<file path="src/design/mfp_timer_config.svh">
`ifndef MFP_TIMER_CONFIG_SVH
`define MFP_TIMER_CONFIG_SVH

// timer channels in the subsystem, A and B
`define MFP_NUM_TIMERS 2

// cpu bus data width, also the width of each down counter
`define MFP_DATA_W 8

// register address width on the cpu bus
`define MFP_ADDR_W 3

`endif

</file>
<file path="src/design/mfp_timer_pkg.sv">
`default_nettype none

`include "mfp_timer_config.svh"

package mfp_timer_pkg;

  // cpu visible register map
  typedef enum logic [`MFP_ADDR_W-1:0] {
    TACR = 3'd0,
    TBCR = 3'd1,
    TADR = 3'd2,
    TBDR = 3'd3,
    IPR  = 3'd4,
    IMR  = 3'd5
  } reg_addr_e;

  // stored mode field of a control register
  // 0 stop, 1..7 delay, 8 event, 9..15 pulse
  typedef logic [3:0] timer_mode_t;

  // control byte as seen on a write, out_rst is never stored
  typedef struct packed {
    logic        out_rst;
    timer_mode_t mode;
  } timer_ctrl_t;

  // prescaler code to tick period in CLK cycles
  function automatic logic [`MFP_DATA_W-1:0] prescale_len(input logic [2:0] code);
    case (code)
      3'd1:    prescale_len = 8'd4;
      3'd2:    prescale_len = 8'd10;
      3'd3:    prescale_len = 8'd16;
      3'd4:    prescale_len = 8'd50;
      3'd5:    prescale_len = 8'd64;
      3'd6:    prescale_len = 8'd100;
      3'd7:    prescale_len = 8'd200;
      // code 0 only shows up in stop and event mode where no prescaler runs
      default: prescale_len = 8'd1;
    endcase
  endfunction

endpackage

`default_nettype wire

</file>
<file path="src/design/timer_ctrl_if.sv">
`timescale 1ns/10ps
`default_nettype none

`include "mfp_timer_config.svh"

interface timer_ctrl_if;

  // write strobes and shared write data from the decoder
  logic                   dat_we;
  logic                   ctrl_we;
  logic [`MFP_DATA_W-1:0] wdata;

  // channel status back towards the cpu
  logic [`MFP_DATA_W-1:0] count_val;
  logic [3:0]             control;

  // one cycle expiry strobe, picked up by the interrupt block at the top
  logic                   timeout;

  modport regs (output dat_we, ctrl_we, wdata, input count_val, control);

  modport timer (input dat_we, ctrl_we, wdata, output count_val, control, timeout);

endinterface

`default_nettype wire

</file>
<file path="src/design/mfp_timer_channel.sv">
`timescale 1ns/10ps
`default_nettype none

`include "mfp_timer_config.svh"

module mfp_timer_channel (
  input  wire         CLK,
  input  wire         rst_n,
  timer_ctrl_if.timer bus,
  input  wire         trig_in,
  output logic        t_out
);

  import mfp_timer_pkg::*;

  localparam int W = `MFP_DATA_W;

  timer_ctrl_t ctrl_wr;
  timer_mode_t mode_q;
  logic [W-1:0] reload_q;
  logic [W-1:0] count_q;
  logic [W-1:0] presc_cnt;
  logic [W-1:0] presc_len;
  logic         trig_s1;
  logic         trig_s2;
  logic         trig_s3;
  logic         timeout_q;
  logic         stopped;
  logic         event_mode;
  logic         delay_mode;
  logic         pulse_mode;
  logic         presc_tick;
  logic         trig_rise;
  logic         step;

  // bit 4 of the written byte resets the output and bits 3..0 hold the mode
  assign ctrl_wr = timer_ctrl_t'(bus.wdata[4:0]);

  // mode decode from the stored field
  assign stopped    = (mode_q == 4'd0);
  assign event_mode = (mode_q == 4'd8);
  assign delay_mode = !mode_q[3] && !stopped;
  assign pulse_mode = mode_q[3] && (mode_q[2:0] != 3'd0);

  assign presc_len = prescale_len(mode_q[2:0]);

  // >= keeps a prescaler change mid period from running the count past the end
  assign presc_tick = (delay_mode || pulse_mode) && (presc_cnt >= presc_len - 1'b1);

  assign trig_rise = trig_s2 && !trig_s3;

  // one counted step per tick with the synced trigger gating it in pulse mode
  always_comb begin
    step = 1'b0;
    if (delay_mode)
      step = presc_tick;
    else if (pulse_mode)
      step = presc_tick && trig_s2;
    else if (event_mode)
      step = trig_rise;
  end

  // prescaler stays at zero unless a prescaled mode is selected
  always_ff @(posedge CLK or negedge rst_n) begin
    if (!rst_n) begin
      presc_cnt <= '0;
    end else if (!(delay_mode || pulse_mode) || presc_tick) begin
      presc_cnt <= '0;
    end else begin
      presc_cnt <= presc_cnt + 1'b1;
    end
  end

  // two flop sync plus one more stage for the edge detect
  always_ff @(posedge CLK or negedge rst_n) begin
    if (!rst_n) begin
      trig_s1 <= 1'b0;
      trig_s2 <= 1'b0;
      trig_s3 <= 1'b0;
    end else begin
      trig_s1 <= trig_in;
      trig_s2 <= trig_s1;
      trig_s3 <= trig_s2;
    end
  end

  // reload value is written whatever the mode
  always_ff @(posedge CLK or negedge rst_n) begin
    if (!rst_n)
      reload_q <= '0;
    else if (bus.dat_we)
      reload_q <= bus.wdata;
  end

  always_ff @(posedge CLK or negedge rst_n) begin
    if (!rst_n) begin
      mode_q    <= '0;
      count_q   <= '0;
      t_out     <= 1'b0;
      timeout_q <= 1'b0;
    end else begin
      timeout_q <= 1'b0;
      // a stopped channel takes the data write into the counter directly
      if (bus.dat_we && stopped) begin
        count_q <= bus.wdata;
      end else if (step) begin
        if (count_q == 1) begin
          // expiry reloads, toggles the pin and strobes the interrupt block
          count_q   <= reload_q;
          t_out     <= !t_out;
          timeout_q <= 1'b1;
        end else begin
          count_q <= count_q - 1'b1;
        end
      end
      // output reset comes last so it beats a toggle in the same cycle
      if (bus.ctrl_we) begin
        mode_q <= ctrl_wr.mode;
        if (ctrl_wr.out_rst)
          t_out <= 1'b0;
      end
    end
  end

  assign bus.count_val = count_q;
  assign bus.control   = mode_q;
  assign bus.timeout   = timeout_q;

endmodule

`default_nettype wire

</file>
<file path="src/design/mfp_bus_regs.sv">
`timescale 1ns/10ps
`default_nettype none

`include "mfp_timer_config.svh"

module mfp_bus_regs (
  input  wire                        cs,
  input  wire                        we,
  input  wire mfp_timer_pkg::reg_addr_e addr,
  input  wire [`MFP_DATA_W-1:0]      wdata,
  output logic [`MFP_DATA_W-1:0]     rdata,
  timer_ctrl_if.regs                 tmr_a,
  timer_ctrl_if.regs                 tmr_b,
  output logic                       ipr_we,
  output logic                       imr_we,
  input  wire [`MFP_NUM_TIMERS-1:0]  pending,
  input  wire [`MFP_NUM_TIMERS-1:0]  mask
);

  import mfp_timer_pkg::*;

  localparam int W = `MFP_DATA_W;

  logic wr;

  // a write is cs and we together, sampled by the target at the clock edge
  assign wr = cs && we;

  // per channel strobes, the channels see no address at all
  assign tmr_a.ctrl_we = wr && (addr == TACR);
  assign tmr_a.dat_we  = wr && (addr == TADR);
  assign tmr_b.ctrl_we = wr && (addr == TBCR);
  assign tmr_b.dat_we  = wr && (addr == TBDR);

  // both channels share the write data
  assign tmr_a.wdata = wdata;
  assign tmr_b.wdata = wdata;

  // interrupt block strobes
  assign ipr_we = wr && (addr == IPR);
  assign imr_we = wr && (addr == IMR);

  // read mux, zero when not selected
  always_comb begin
    rdata = '0;
    if (cs) begin
      case (addr)
        TACR:    rdata = W'(tmr_a.control);
        TBCR:    rdata = W'(tmr_b.control);
        // data addresses read the live counter, not the reload value
        TADR:    rdata = tmr_a.count_val;
        TBDR:    rdata = tmr_b.count_val;
        IPR:     rdata = W'(pending);
        IMR:     rdata = W'(mask);
        default: rdata = '0;
      endcase
    end
  end

endmodule

`default_nettype wire

</file>
<file path="src/design/mfp_irq_ctrl.sv">
`timescale 1ns/10ps
`default_nettype none

`include "mfp_timer_config.svh"

module mfp_irq_ctrl (
  input  wire                        CLK,
  input  wire                        rst_n,
  input  wire [`MFP_NUM_TIMERS-1:0]  timeout,
  input  wire                        ipr_we,
  input  wire                        imr_we,
  input  wire [`MFP_DATA_W-1:0]      wdata,
  output logic [`MFP_NUM_TIMERS-1:0] pending,
  output logic [`MFP_NUM_TIMERS-1:0] mask,
  output logic                       irq
);

  localparam int N = `MFP_NUM_TIMERS;

  logic [N-1:0] clr;

  // a 1 written to IPR clears that bit
  assign clr = ipr_we ? wdata[N-1:0] : '0;

  always_ff @(posedge CLK or negedge rst_n) begin
    if (!rst_n) begin
      pending <= '0;
      mask    <= '0;
      irq     <= 1'b0;
    end else begin
      // set after clear so a timeout in the same cycle is not lost
      pending <= (pending & ~clr) | timeout;
      if (imr_we)
        mask <= wdata[N-1:0];
      // level output, one cycle behind pending
      irq <= |(pending & mask);
    end
  end

endmodule

`default_nettype wire

</file>
<file path="src/design/mfp_timers_top.sv">
`timescale 1ns/10ps
`default_nettype none

`include "mfp_timer_config.svh"

module mfp_timers_top (
  input  wire                       CLK,
  input  wire                       rst_n,
  input  wire                       cs,
  input  wire                       we,
  input  wire [`MFP_ADDR_W-1:0]     addr,
  input  wire [`MFP_DATA_W-1:0]     wdata,
  output wire [`MFP_DATA_W-1:0]     rdata,
  input  wire [`MFP_NUM_TIMERS-1:0] trig_in,
  output wire [`MFP_NUM_TIMERS-1:0] t_out,
  output wire                       irq
);

  import mfp_timer_pkg::*;

  wire                       ipr_we;
  wire                       imr_we;
  wire [`MFP_NUM_TIMERS-1:0] pending;
  wire [`MFP_NUM_TIMERS-1:0] mask;

  // one register link per channel
  timer_ctrl_if tmr_a_if ();
  timer_ctrl_if tmr_b_if ();

  mfp_bus_regs u_bus_regs (
    .cs      (cs),
    .we      (we),
    .addr    (reg_addr_e'(addr)),
    .wdata   (wdata),
    .rdata   (rdata),
    .tmr_a   (tmr_a_if.regs),
    .tmr_b   (tmr_b_if.regs),
    .ipr_we  (ipr_we),
    .imr_we  (imr_we),
    .pending (pending),
    .mask    (mask)
  );

  // timer A is bit 0 everywhere
  mfp_timer_channel u_timer_a (
    .CLK     (CLK),
    .rst_n   (rst_n),
    .bus     (tmr_a_if.timer),
    .trig_in (trig_in[0]),
    .t_out   (t_out[0])
  );

  mfp_timer_channel u_timer_b (
    .CLK     (CLK),
    .rst_n   (rst_n),
    .bus     (tmr_b_if.timer),
    .trig_in (trig_in[1]),
    .t_out   (t_out[1])
  );

  // expiry strobes go straight from the channels to the pending bits
  mfp_irq_ctrl u_irq_ctrl (
    .CLK     (CLK),
    .rst_n   (rst_n),
    .timeout ({tmr_b_if.timeout, tmr_a_if.timeout}),
    .ipr_we  (ipr_we),
    .imr_we  (imr_we),
    .wdata   (wdata),
    .pending (pending),
    .mask    (mask),
    .irq     (irq)
  );

endmodule

`default_nettype wire

</file>
<file path="config.mk">
export PLATFORM = sky130hd
export DESIGN_NAME = mfp_timers_top
export DESIGN_NICKNAME = d
export VERILOG_FILES = /design/src/design/mfp_timer_pkg.sv /design/src/design/timer_ctrl_if.sv /design/src/design/mfp_timer_channel.sv /design/src/design/mfp_bus_regs.sv /design/src/design/mfp_irq_ctrl.sv /design/src/design/mfp_timers_top.sv
export VERILOG_INCLUDE_DIRS = /design/src /design/src/design
export SDC_FILE = /design/constraint.sdc
export NUM_CORES = 1
export LEC_CHECK = 0
export ABC_AREA = 1
export BUFFER_PORTS_ARGS = -buffer_cell sky130_fd_sc_hd__clkbuf_2
export CAP_MARGIN = 10
export CORE_MARGIN = 5
export CORE_UTILIZATION = 57
export CTS_BUF_LIST = sky130_fd_sc_hd__clkbuf_4 sky130_fd_sc_hd__clkbuf_8
export DETAILED_ROUTE_END_ITERATION = 12
export GPL_TIMING_DRIVEN = 0
export HOLD_SLACK_MARGIN = 0.12
export PLACE_DENSITY = 0.79
export SYNTH_ARGS = -nofsm -noshare
export SYNTH_HDL_FRONTEND = slang
export SYNTH_SLANG_ARGS = --single-unit
</file>
<file path="constraint.sdc">
create_clock -name CLK -period 1.8 [get_ports CLK]
set_input_delay 0.27 -clock CLK [delete_from_list [all_inputs] [get_ports CLK]]
set_output_delay 0.27 -clock CLK [all_outputs]
set_load 0.01 [all_outputs]
</file>
==> results.cfg, run 1 <==
[setup_path]
cp.arrival_ps = 2190
end_kind = register
reg2reg_slack_ps = -140
cp_max_fo = 8
worstSetupStartpointType = register
critPathLaunch = u_timer_a.bus.control[2]
r2r_end = u_timer_a.bus.count_val[0]
reg2regPathDepth = 13
r2r-start = u_timer_a.bus.control[2]
cp-endpoint = u_timer_a.bus.count_val[0]
cp.required_ps = 2040
worstSetupPathType = register to register

[placement]
dp_hpwl_um = 7740
dp.cells = 737
placed_area_um2 = 4710
dp_slack_ps = -236
io_buffers = 27
gp_congestion = 0.972

[sta]
setup_viol = 34
slew_headroom = 0.640
finalWorstSetupSlack_ps = -145
worstMarginPinSlew_ps = 535
rsz0062_at_grt = true
finalHoldViolations = 0
period_share = 1.08
max_freq_mhz = 514
clock_skew_ps = 7.93
final_max_slew_viol_count = 0
finalCriticalPeriod_ps = 1940

[clocking]
clock_sinks = 71
clk_latency_ps = 360
path_clk_slew_ps = 80
cts_tree = yes
cts_root_buf = clkbuf_8
cts_buffers = 9
htreeDepth = 3
clock_path_buffers = 2

[layout]
final_nets = 704
syn_to_final_growth_pct = 24.9
fin_util = 0.723
finalNonFillerCells = 772
final_area_um2 = 5530
nFillCells = 564
final_cell_mix = nand2_1 (161), inv_1 (71), dfrtp_1 (62), nor2_1 (59), nand3_1 (33)
final_layout_size_suffix_gt1_frac = 0.278
antenna_cells = 0
layout_commonest_cell = nand2_1

[route]
antenna_left = 0
vias = 4210
routed_wl_um = 11800
drt_iter0_drc = 201
wire_per_inst_um = 15.2
drt_first_pass_iters = 5
via_per_inst = 5.45
drc = 0

[die]
fp.coreArea_um2 = 7650
num_rows = 32
die_width_um = 98.1
die_height_um = 98.1
fp.dieArea_um2 = 9630
initial_core_util = 0.579
boundaryPins = 28

[pwr]
irDropWorstVdd_v = 0.000715
p_leak_nw = 2.82
power_mw = 7.64
p_per_area_nw_per_um2 = 1380

[global_routing]
overflow = 0
grt_pass1_wl_um = 18800
grt_max_degree = 37
grt_use_total = 0.240
grtUsageMet1 = 0.312
antenna_found_initial = 0
grtUsageMet3 = 0.0379
grt_pass1_vias = 3978
use_met2 = 0.416
grt_busiest_layer = met2

[synth]
syn_area_per_cell_um2 = 7.29
netlist_instances = 607
ys_ff_latch = 71
synth_nets = 646
yosys_warnings = 0
seq_area_frac_synth = 0.401
synthDistinctLibCells = 37
synth_area_um2 = 4430

[outcome]
failed_checks = negative setup slack
outcome = finished, violations left

[flow_run]
max_cap_viol_count = 0

[hold_path]
hp-class = primary input to register
## state kept, by name, summed over array words and instances, names as in the netlist, 2 cells and up
signal / flops
u_timer_a.bus.count_val: 8
u_timer_a.presc_cnt: 8
u_timer_a.reload_q: 8
u_timer_b.bus.count_val: 8
u_timer_b.presc_cnt: 8
u_timer_b.reload_q: 8
u_timer_a.bus.control: 4
u_timer_b.bus.control: 4
u_irq_ctrl.mask: 2
u_irq_ctrl.pending: 2
## critical path, stage by stage (launching register included)
cell,delay [ps]
dfrtp_2,480
nand2_2,90
buf_4,140
o21ai_2,130
inv_2,60
ha_4,260
nand2_2,50
nor2_2,100
nand2_2,80
nand2_4,100
nand2_8,70
buf_6,150
nand3_2,50
nand2_1,60
## kinds of logic (layout without fill, tap and decap cells)
| logic type | count (synthesis) | after routing | synth area share |
|---|---|---|---|
| AOI/OAI and AO/OA | 73 | 73 | 0.0927 |
| and+or+nand+nor | 338 | 338 | 0.339 |
| xor gates and xnor gates | 5 | 5 | 0.00989 |
| DFF | 71 | 71 | 0.401 |
| buffers and inverters | 98 | 161 | 0.0944 |
| adders and majority gates | 22 | 22 | 0.0622 |
## worst min-delay path by stage
stage | from | endpoint | depth (start not counted)
final | wdata[7] | u_timer_b.reload_q[7] | 3
after detailed placement | rst_n | u_timer_b.presc_cnt[3] | 1
after global placement | u_timer_b.trig_s1 | u_timer_b.trig_s2 | 0
after CTS | wdata[7] | u_timer_b.reload_q[7] | 3
after floorplan | rst_n | u_irq_ctrl.irq | 0
after global routing | wdata[4] | u_timer_b.reload_q[4] | 3
## layout make-up
class	count	area (um^2)	area share
Sequential cell	71	1790	0.323
Inverter	86	329	0.0595
Buffer	10	83.8	0.0152
Multi-Input combinational cell	438	2610	0.473
Clock buffer	10	138	0.0249
Timing Repair Buffer	49	364	0.0659
Clock inverter	6	83.8	0.0152
Tap cell	102	128	0.0231
## layer usage
| metal | share of wire | up-vias | wire, um |
|---|---|---|---|
| li1 | - | 2051 | - |
| met1 | 0.41 | 2004 | 4820 |
| met2 | 0.51 | 133 | 6030 |
| met3 | 0.061 | 22 | 721 |
| met4 | 0.017 | 0 | 197 |
| met5 | 0 | - | 0 |
## synthesized netlist by cell type (all sizes together)
cell type / count / area, um^2
o22ai: 9 / 56.3
or2: 2 / 12.5
buf: 10 / 85.1
nor4: 1 / 6.26
nand2: 189 / 772
xor2: 5 / 43.8
clkbuf: 2 / 8.75
dfrtp: 71 / 1780
a31oi: 2 / 12.5
nand3: 53 / 285
a21oi: 9 / 52.6
o211ai: 2 / 15.0
nand3b: 1 / 7.51
nor3: 8 / 45.0
clkinv: 1 / 5.00
inv: 85 / 319
o21ai: 45 / 229
a22oi: 4 / 30.0
nand4: 2 / 12.5
o21bai: 2 / 15.0
nor3b: 4 / 30.0
ha: 22 / 275
nor2: 78 / 330
## repair_timing
item,in CTS,in global routing
setup buffers,11,6
cloned,2,0
gates resized for setup,48,65
hold buffers,3,0
setup endpoints to repair,26,40
endpoints found under the hold margin,37,0
pin swaps,13,23
## stage by stage
step	hold slack [ps]	setup TNS (ps)
after floorplan	-25.6	0
after global placement	334	-9340
after detailed placement	301	-4080
after CTS	153	-834
after global routing	159	-6190
final	147	-2970
## report_power, final
part	internal, mW	switching [mW]	leakage [nW]
sequential	2.00	0.457	0.892
clock	0.813	0.659	0.116
combinational	1.52	2.19	1.81
No activity file was read; power rests on OpenSTA's default activity.
==> run 2: changes to the inputs <==
Settings changed: SKIP_LAST_GASP from default to 1.
==> run 2 against run 1 <==
Net effect:
- the flow still finishes with violations (negative setup slack)
- non-clock buffer count unchanged
- cell area is 0.16% lower
- flip-flop and latch count stayed put
==> results.cfg, run 2 (synthesis gave the netlist of run 1 again) <==
[pwr]
irDropWorstVdd_v = 0.000720
p_per_area_nw_per_um2 = 1380
power_mw = 7.64
p_leak_nw = 2.82

[layout]
finalNonFillerCells = 772
final_nets = 704
final_cell_mix = nand2_1 (162), inv_1 (71), dfrtp_1 (62), nor2_1 (59), nand3_1 (35)
syn_to_final_growth_pct = 24.7
final_layout_size_suffix_gt1_frac = 0.273
nFillCells = 565
antenna_cells = 0
layout_commonest_cell = nand2_1

[global_routing]
grt_use_total = 0.241
grt_max_degree = 37
grt_pass1_vias = 4005
overflow = 0
grt_pass1_wl_um = 18800
antenna_found_initial = 0

[sta]
setup_viol = 33
finalCriticalPeriod_ps = 1950
final_max_slew_viol_count = 0
period_share = 1.08
finalWorstSetupSlack_ps = -151
clock_skew_ps = 7.08
fin_tns_setup_ps = -2970
rsz0062_at_grt = true
finalHoldViolations = 0
worstMarginPinSlew_ps = 536
max_freq_mhz = 512
slew_headroom = 0.639

[setup_path]
crit_chain = buf_6, a21oi_2, ha_1, nand2_2, nor2_4, nor2_1, nand2_1, nand2_2, nand2_4, nand2_8, buf_6, nand2_2, a21oi_2
end_kind = register
reg2reg_slack_ps = -150
crit_path_max_incr_delay_ps = 470
cp.arrival_ps = 2240
cp.required_ps = 2090
path_common_cell = nand2_2
cpMaxStageDelayCell = dfrtp_2
cp_max_fo = 5
worstSetupPathType = register to register
worstSetupStartpointType = register

[route]
via_per_inst = 5.46
routed_wl_um = 11900
drt_first_pass_iters = 5
drt_iter0_drc = 169
antenna_left = 0
drc = 0
wire_per_inst_um = 15.4
vias = 4212

[die]
boundaryPins = 28
initial_core_util = 0.579
fp.dieArea_um2 = 9630
die_height_um = 98.1
num_rows = 32
die_width_um = 98.1
fp.coreArea_um2 = 7650

[clocking]
cts_tree = yes
clock_path_buffers = 2
cts_buffers = 9
clk_latency_ps = 360
clock_sinks = 71
cts_root_buf = clkbuf_8
path_clk_slew_ps = 80
htreeDepth = 3

[placement]
gp_congestion = 0.972
dp.cells = 737
dp_hpwl_um = 7740
io_buffers = 27

[flow_run]
max_cap_viol_count = 0

[hold_path]
hp-class = primary input to register

[outcome]
outcome = finished, violations left
failed_checks = negative setup slack
## run 2: changes by cell type in the layout (fill, tap and decap cells not counted)
cell	delta
buf_8	+1
nand3_1	+2
buf_6	-1
nand3_2	-2
nand2_1	+1
nand2_2	-1
## run 2: through the flow
stage | instance area [um^2] | hold WS (ps) | worst slack [ps] | utilization
3_5_place_dp | 4710 | 301 | -236 | 0.616
5_1_grt | 5520 | 162 | -247 | 0.722
4_1_cts | 5180 | 153 | -77.7 | 0.678
6_report | 5520 | 156 | -151 | 0.722
3_3_place_gp | 4690 | 334 | -154 | 0.613
2_1_floorplan | 4430 | -25.6 | 2.40 | -
## run 2: final timing paths
check                                    startpoint                    endpoint  depth (start not counted)
max                        u_timer_a.bus.control[1]             u_timer_a.t_out                         13
min                                        wdata[7]       u_timer_b.reload_q[7]                          3
max reg2reg                u_timer_a.bus.control[1]             u_timer_a.t_out                         13
min reg2reg                       u_timer_a.trig_s1           u_timer_a.trig_s2                          0
max in group asynchronous                     rst_n  u_timer_b.bus.count_val[2]                          3
min in group asynchronous                     rst_n      u_timer_b.presc_cnt[3]                          2
## run 2: power breakdown
part	switching [mW]	internal (mW)	leakage, nW
sequential	0.458	2.00	0.892
combinational	2.19	1.52	1.81
clock	0.654	0.814	0.116
## run 2: worst max-delay path, delay by kind of cell (launching register included)
| kind | cells | cell delay, ps |
|---|---|---|
| AO/OA/AOI/OAI | 2 | 240 |
| adder cells (fa/ha/maj) | 1 | 270 |
| buffers and inverters | 2 | 280 |
| flip-flops | 1 | 470 |
| AND/OR/NAND/NOR | 8 | 600 |
## run 2: final cells by class
class                           instances  area (um^2)  share of cell area
Buffer                                 10         83.8              0.0152
Clock buffer                           10          138              0.0249
Clock inverter                          6         83.8              0.0152
Inverter                               86          329              0.0596
Multi-Input combinational cell        438         2600               0.471
Sequential cell                        71         1790               0.324
Tap cell                              102          128              0.0231
Timing Repair Buffer                   49          368              0.0667
## run 2: per-layer routing
| layer | part of all wire | global-route usage | vias up |
|---|---|---|---|
| met5 | 0 | 0 | - |
| met4 | 0.018 | 0.0703 | 0 |
| met3 | 0.065 | 0.0421 | 19 |
| met2 | 0.52 | 0.414 | 154 |
| met1 | 0.40 | 0.311 | 1984 |
| li1 | - | - | 2055 |
## run 2: repair_timing
action,in CTS,in global routing
hold buffers,3,0
gates resized for setup,40,71
gates cloned,2,0
pin swaps,13,24
setup buffers,11,6
endpoints found under the hold margin,37,0
setup endpoints to repair,26,40
==> run 3: changes to the inputs <==
Settings changed: PLACE_DENSITY 0.79 to 0.78, SYNTH_HIERARCHICAL from default to 1.
==> run 3 against run 2 <==
Net effect:
- the run still ends with negative setup slack left
- synthesized cell count grew 0.66%
- wire length shrank 6.3%
- setup slack got worse by 230 ps
- cell area grew 1.8%
- largest cell class unchanged
- largest power group unchanged
==> results.cfg, run 3 <==
[outcome]
outcome = finished, violations left
failed_checks = negative setup slack

[layout]
final_area_um2 = 5620
antenna_cells = 0
final_layout_size_suffix_gt1_frac = 0.288
syn_to_final_growth_pct = 18.3
layout_commonest_cell = nand2_1
seq_area_um2 = 1780
nFillCells = 634
final_cell_mix = nand2_1 (151), inv_1 (66), dfrtp_1 (66), nor2_1 (50), o21ai_0 (31)
multi_input_area_um2 = 2570
final_nets = 703

[clocking]
clk_latency_ps = 350
cts_buffers = 9
clock_sinks = 71
clock_path_buffers = 2
path_clk_slew_ps = 80
cts_tree = yes
cts_root_buf = clkbuf_8
htreeDepth = 3

[synth]
synthSimpleGateAreaFrac = 0.321
synth_top_family_by_area = simple AND/OR/NAND/NOR gates
synth_top_area_frac = 0.374
netlist_instances = 611
syn_area_per_cell_um2 = 7.78
synth_area_um2 = 4750
synth_compound_area_frac = 0.107
ys_ff_latch = 71
yosys_warnings = 6
synth_edf_count = 0
yosys-top-cells-count = nand2_1 (164), dfrtp_1 (71), inv_1 (68), nor2_1 (56), o21ai_0 (32)
synthMuxAreaShare = 0
yosys.area.top_type = dfrtp_1
async_reset_ff_frac = 1.00
seq_area_frac_synth = 0.374
synth_xor_area_frac = 0.0184
ys.flop_type = dfrtp_1
netlist_top_cells_area = dfrtp_1 (37%), nand2_1 (13%), ha_1 (5.8%), inv_1 (5.4%), nor2_1 (4.4%)
synth.most_common_cell = nand2_1
synth_fa_ha_area_frac = 0.0579
synth_nets = 650
synthDistinctLibCells = 42

[setup_path]
reg2regPathDepth = 12
end_kind = register
cp.required_ps = 2050
cp-endpoint = u_timer_a/bus.count_val[5]
cp_max_fo = 7
worstSetupPathType = register to register
r2r-start = u_timer_a/bus.control[0]
worstSetupStartpointType = register
critPathLaunch = u_timer_a/bus.control[0]
cp.arrival_ps = 2430
r2r_end = u_timer_a/bus.count_val[5]
reg2reg_slack_ps = -380

[flow_run]
max_cap_viol_count = 0

[placement]
dp_hpwl_um = 7630
dp_slack_ps = -408
placed_area_um2 = 5010
gp_congestion = 0.902
io_buffers = 19

[pwr]
irDropWorstVdd_v = 0.000688
combPwrFrac = 0.499
switching_power_mw = 3.44
p_per_area_nw_per_um2 = 1420
p_leak_nw = 2.95
power.internal_mw = 4.53
clockPowerShare = 0.179
p_sw_frac = 0.432
p_seq_frac = 0.322

[global_routing]
overflow = 0
grt_pass1_wl_um = 18100
antenna_found_initial = 0
grt_use_total = 0.221
grt_pass1_vias = 3962
grt_max_degree = 44

[hold_path]
hp-class = primary input to register

[route]
vias = 4158
wire_per_inst_um = 14.4
routed_wl_um = 11100
drt_first_pass_iters = 5
antenna_left = 0
drt_iter0_drc = 253
drc = 0
via_per_inst = 5.37

[die]
die_width_um = 101
num_rows = 33
fp.coreArea_um2 = 8180
fp.dieArea_um2 = 10300
boundaryPins = 28
initial_core_util = 0.581
die_height_um = 101

[sta]
period_share = 1.21
finalCriticalPeriod_ps = 2180
finalWorstSetupSlack_ps = -380
slew_headroom = 0.717
finalHoldViolations = 0
final_max_slew_viol_count = 0
max_freq_mhz = 459
clock_skew_ps = 14.4
worstMarginPinSlew_ps = 425
rsz0062_at_grt = true
setup_viol = 36
## run 3: logic make-up (layout without fill, tap and decap cells)
logic type,count (synthesis),count (layout)
adders and majority gates,22,22
DFF,71,71
buffers and inverters,112,170
AOI/OAI and AO/OA,84,84
xor gates and xnor gates,10,10
and+or+nand+nor,312,312
## run 3: layer usage
layer,global-route usage,vias to the layer above,wire length [um]
met5,0,-,0
met3,0.0441,21,604
met1,0.295,1982,5030
met2,0.358,123,5300
li1,-,2032,-
met4,0.0798,0,202
## run 3: per-stage QoR
step	cells	total power, mW	util	hold WS (ps)	setup TNS, ps
global placement	735	5.64	0.610	333	-11960
finish	774	7.97	0.687	142	-7680
floorplan	611	5.05	-	-25.6	-1160
global route	774	8.58	0.687	127	-11480
detailed placement	736	5.77	0.612	252	-7070
CTS	766	7.42	0.659	136	-3760
## run 3: power by group through the flow
stage / combinational [mW] / clock [mW] / sequential [mW]
3_3_place_gp: 3.10 / 0 / 2.55
2_1_floorplan: 2.63 / 0 / 2.43
4_1_cts: 3.44 / 1.44 / 2.53
5_1_grt: 4.44 / 1.53 / 2.62
6_report: 3.98 / 1.43 / 2.57
3_5_place_dp: 3.21 / 0 / 2.56
## run 3: how the worst min path moves through the flow
stage,from,endpoint,slack (ps),depth (start not counted)
global route,wdata[6],u_timer_a/reload_q[6],130,3
global placement,u_timer_a/trig_s1,u_timer_a/trig_s2,330,0
detailed placement,rst_n,u_timer_a/presc_cnt[1],250,1
finish,wdata[2],u_timer_b/bus.control[2],140,3
CTS,wdata[6],u_timer_a/reload_q[6],140,3
floorplan,rst_n,u_irq_ctrl/irq,-30,0
## run 3: repair_timing
action,in CTS,in global routing
pin swaps,2,14
gates cloned,0,1
gates resized for setup,17,40
buffers inserted,11,7
setup endpoints to repair,31,36
hold endpoints to repair,30,0
hold buffers,3,0
## run 3: layout make-up
class                   count  share of cell area
clock inverters             4              0.0125
multi-input cells         428               0.457
inverters                  80              0.0570
well taps                 105              0.0234
clock buffers              12              0.0260
plain buffers              32              0.0474
repair buffers             42              0.0597
flip-flops and latches     71               0.317
## run 3: critical path, cell delays in order, from the launching register on
cell       delay, ps
dfrtp_1          530
inv_1             90
o21ai_0          230
ha_1             290
a21oi_1          130
nor2_1            80
nor2_4           120
nand3_4          100
nand2_4          100
nand3_4          110
clkbuf_16        190
nand2_2           60
nand2_1           40
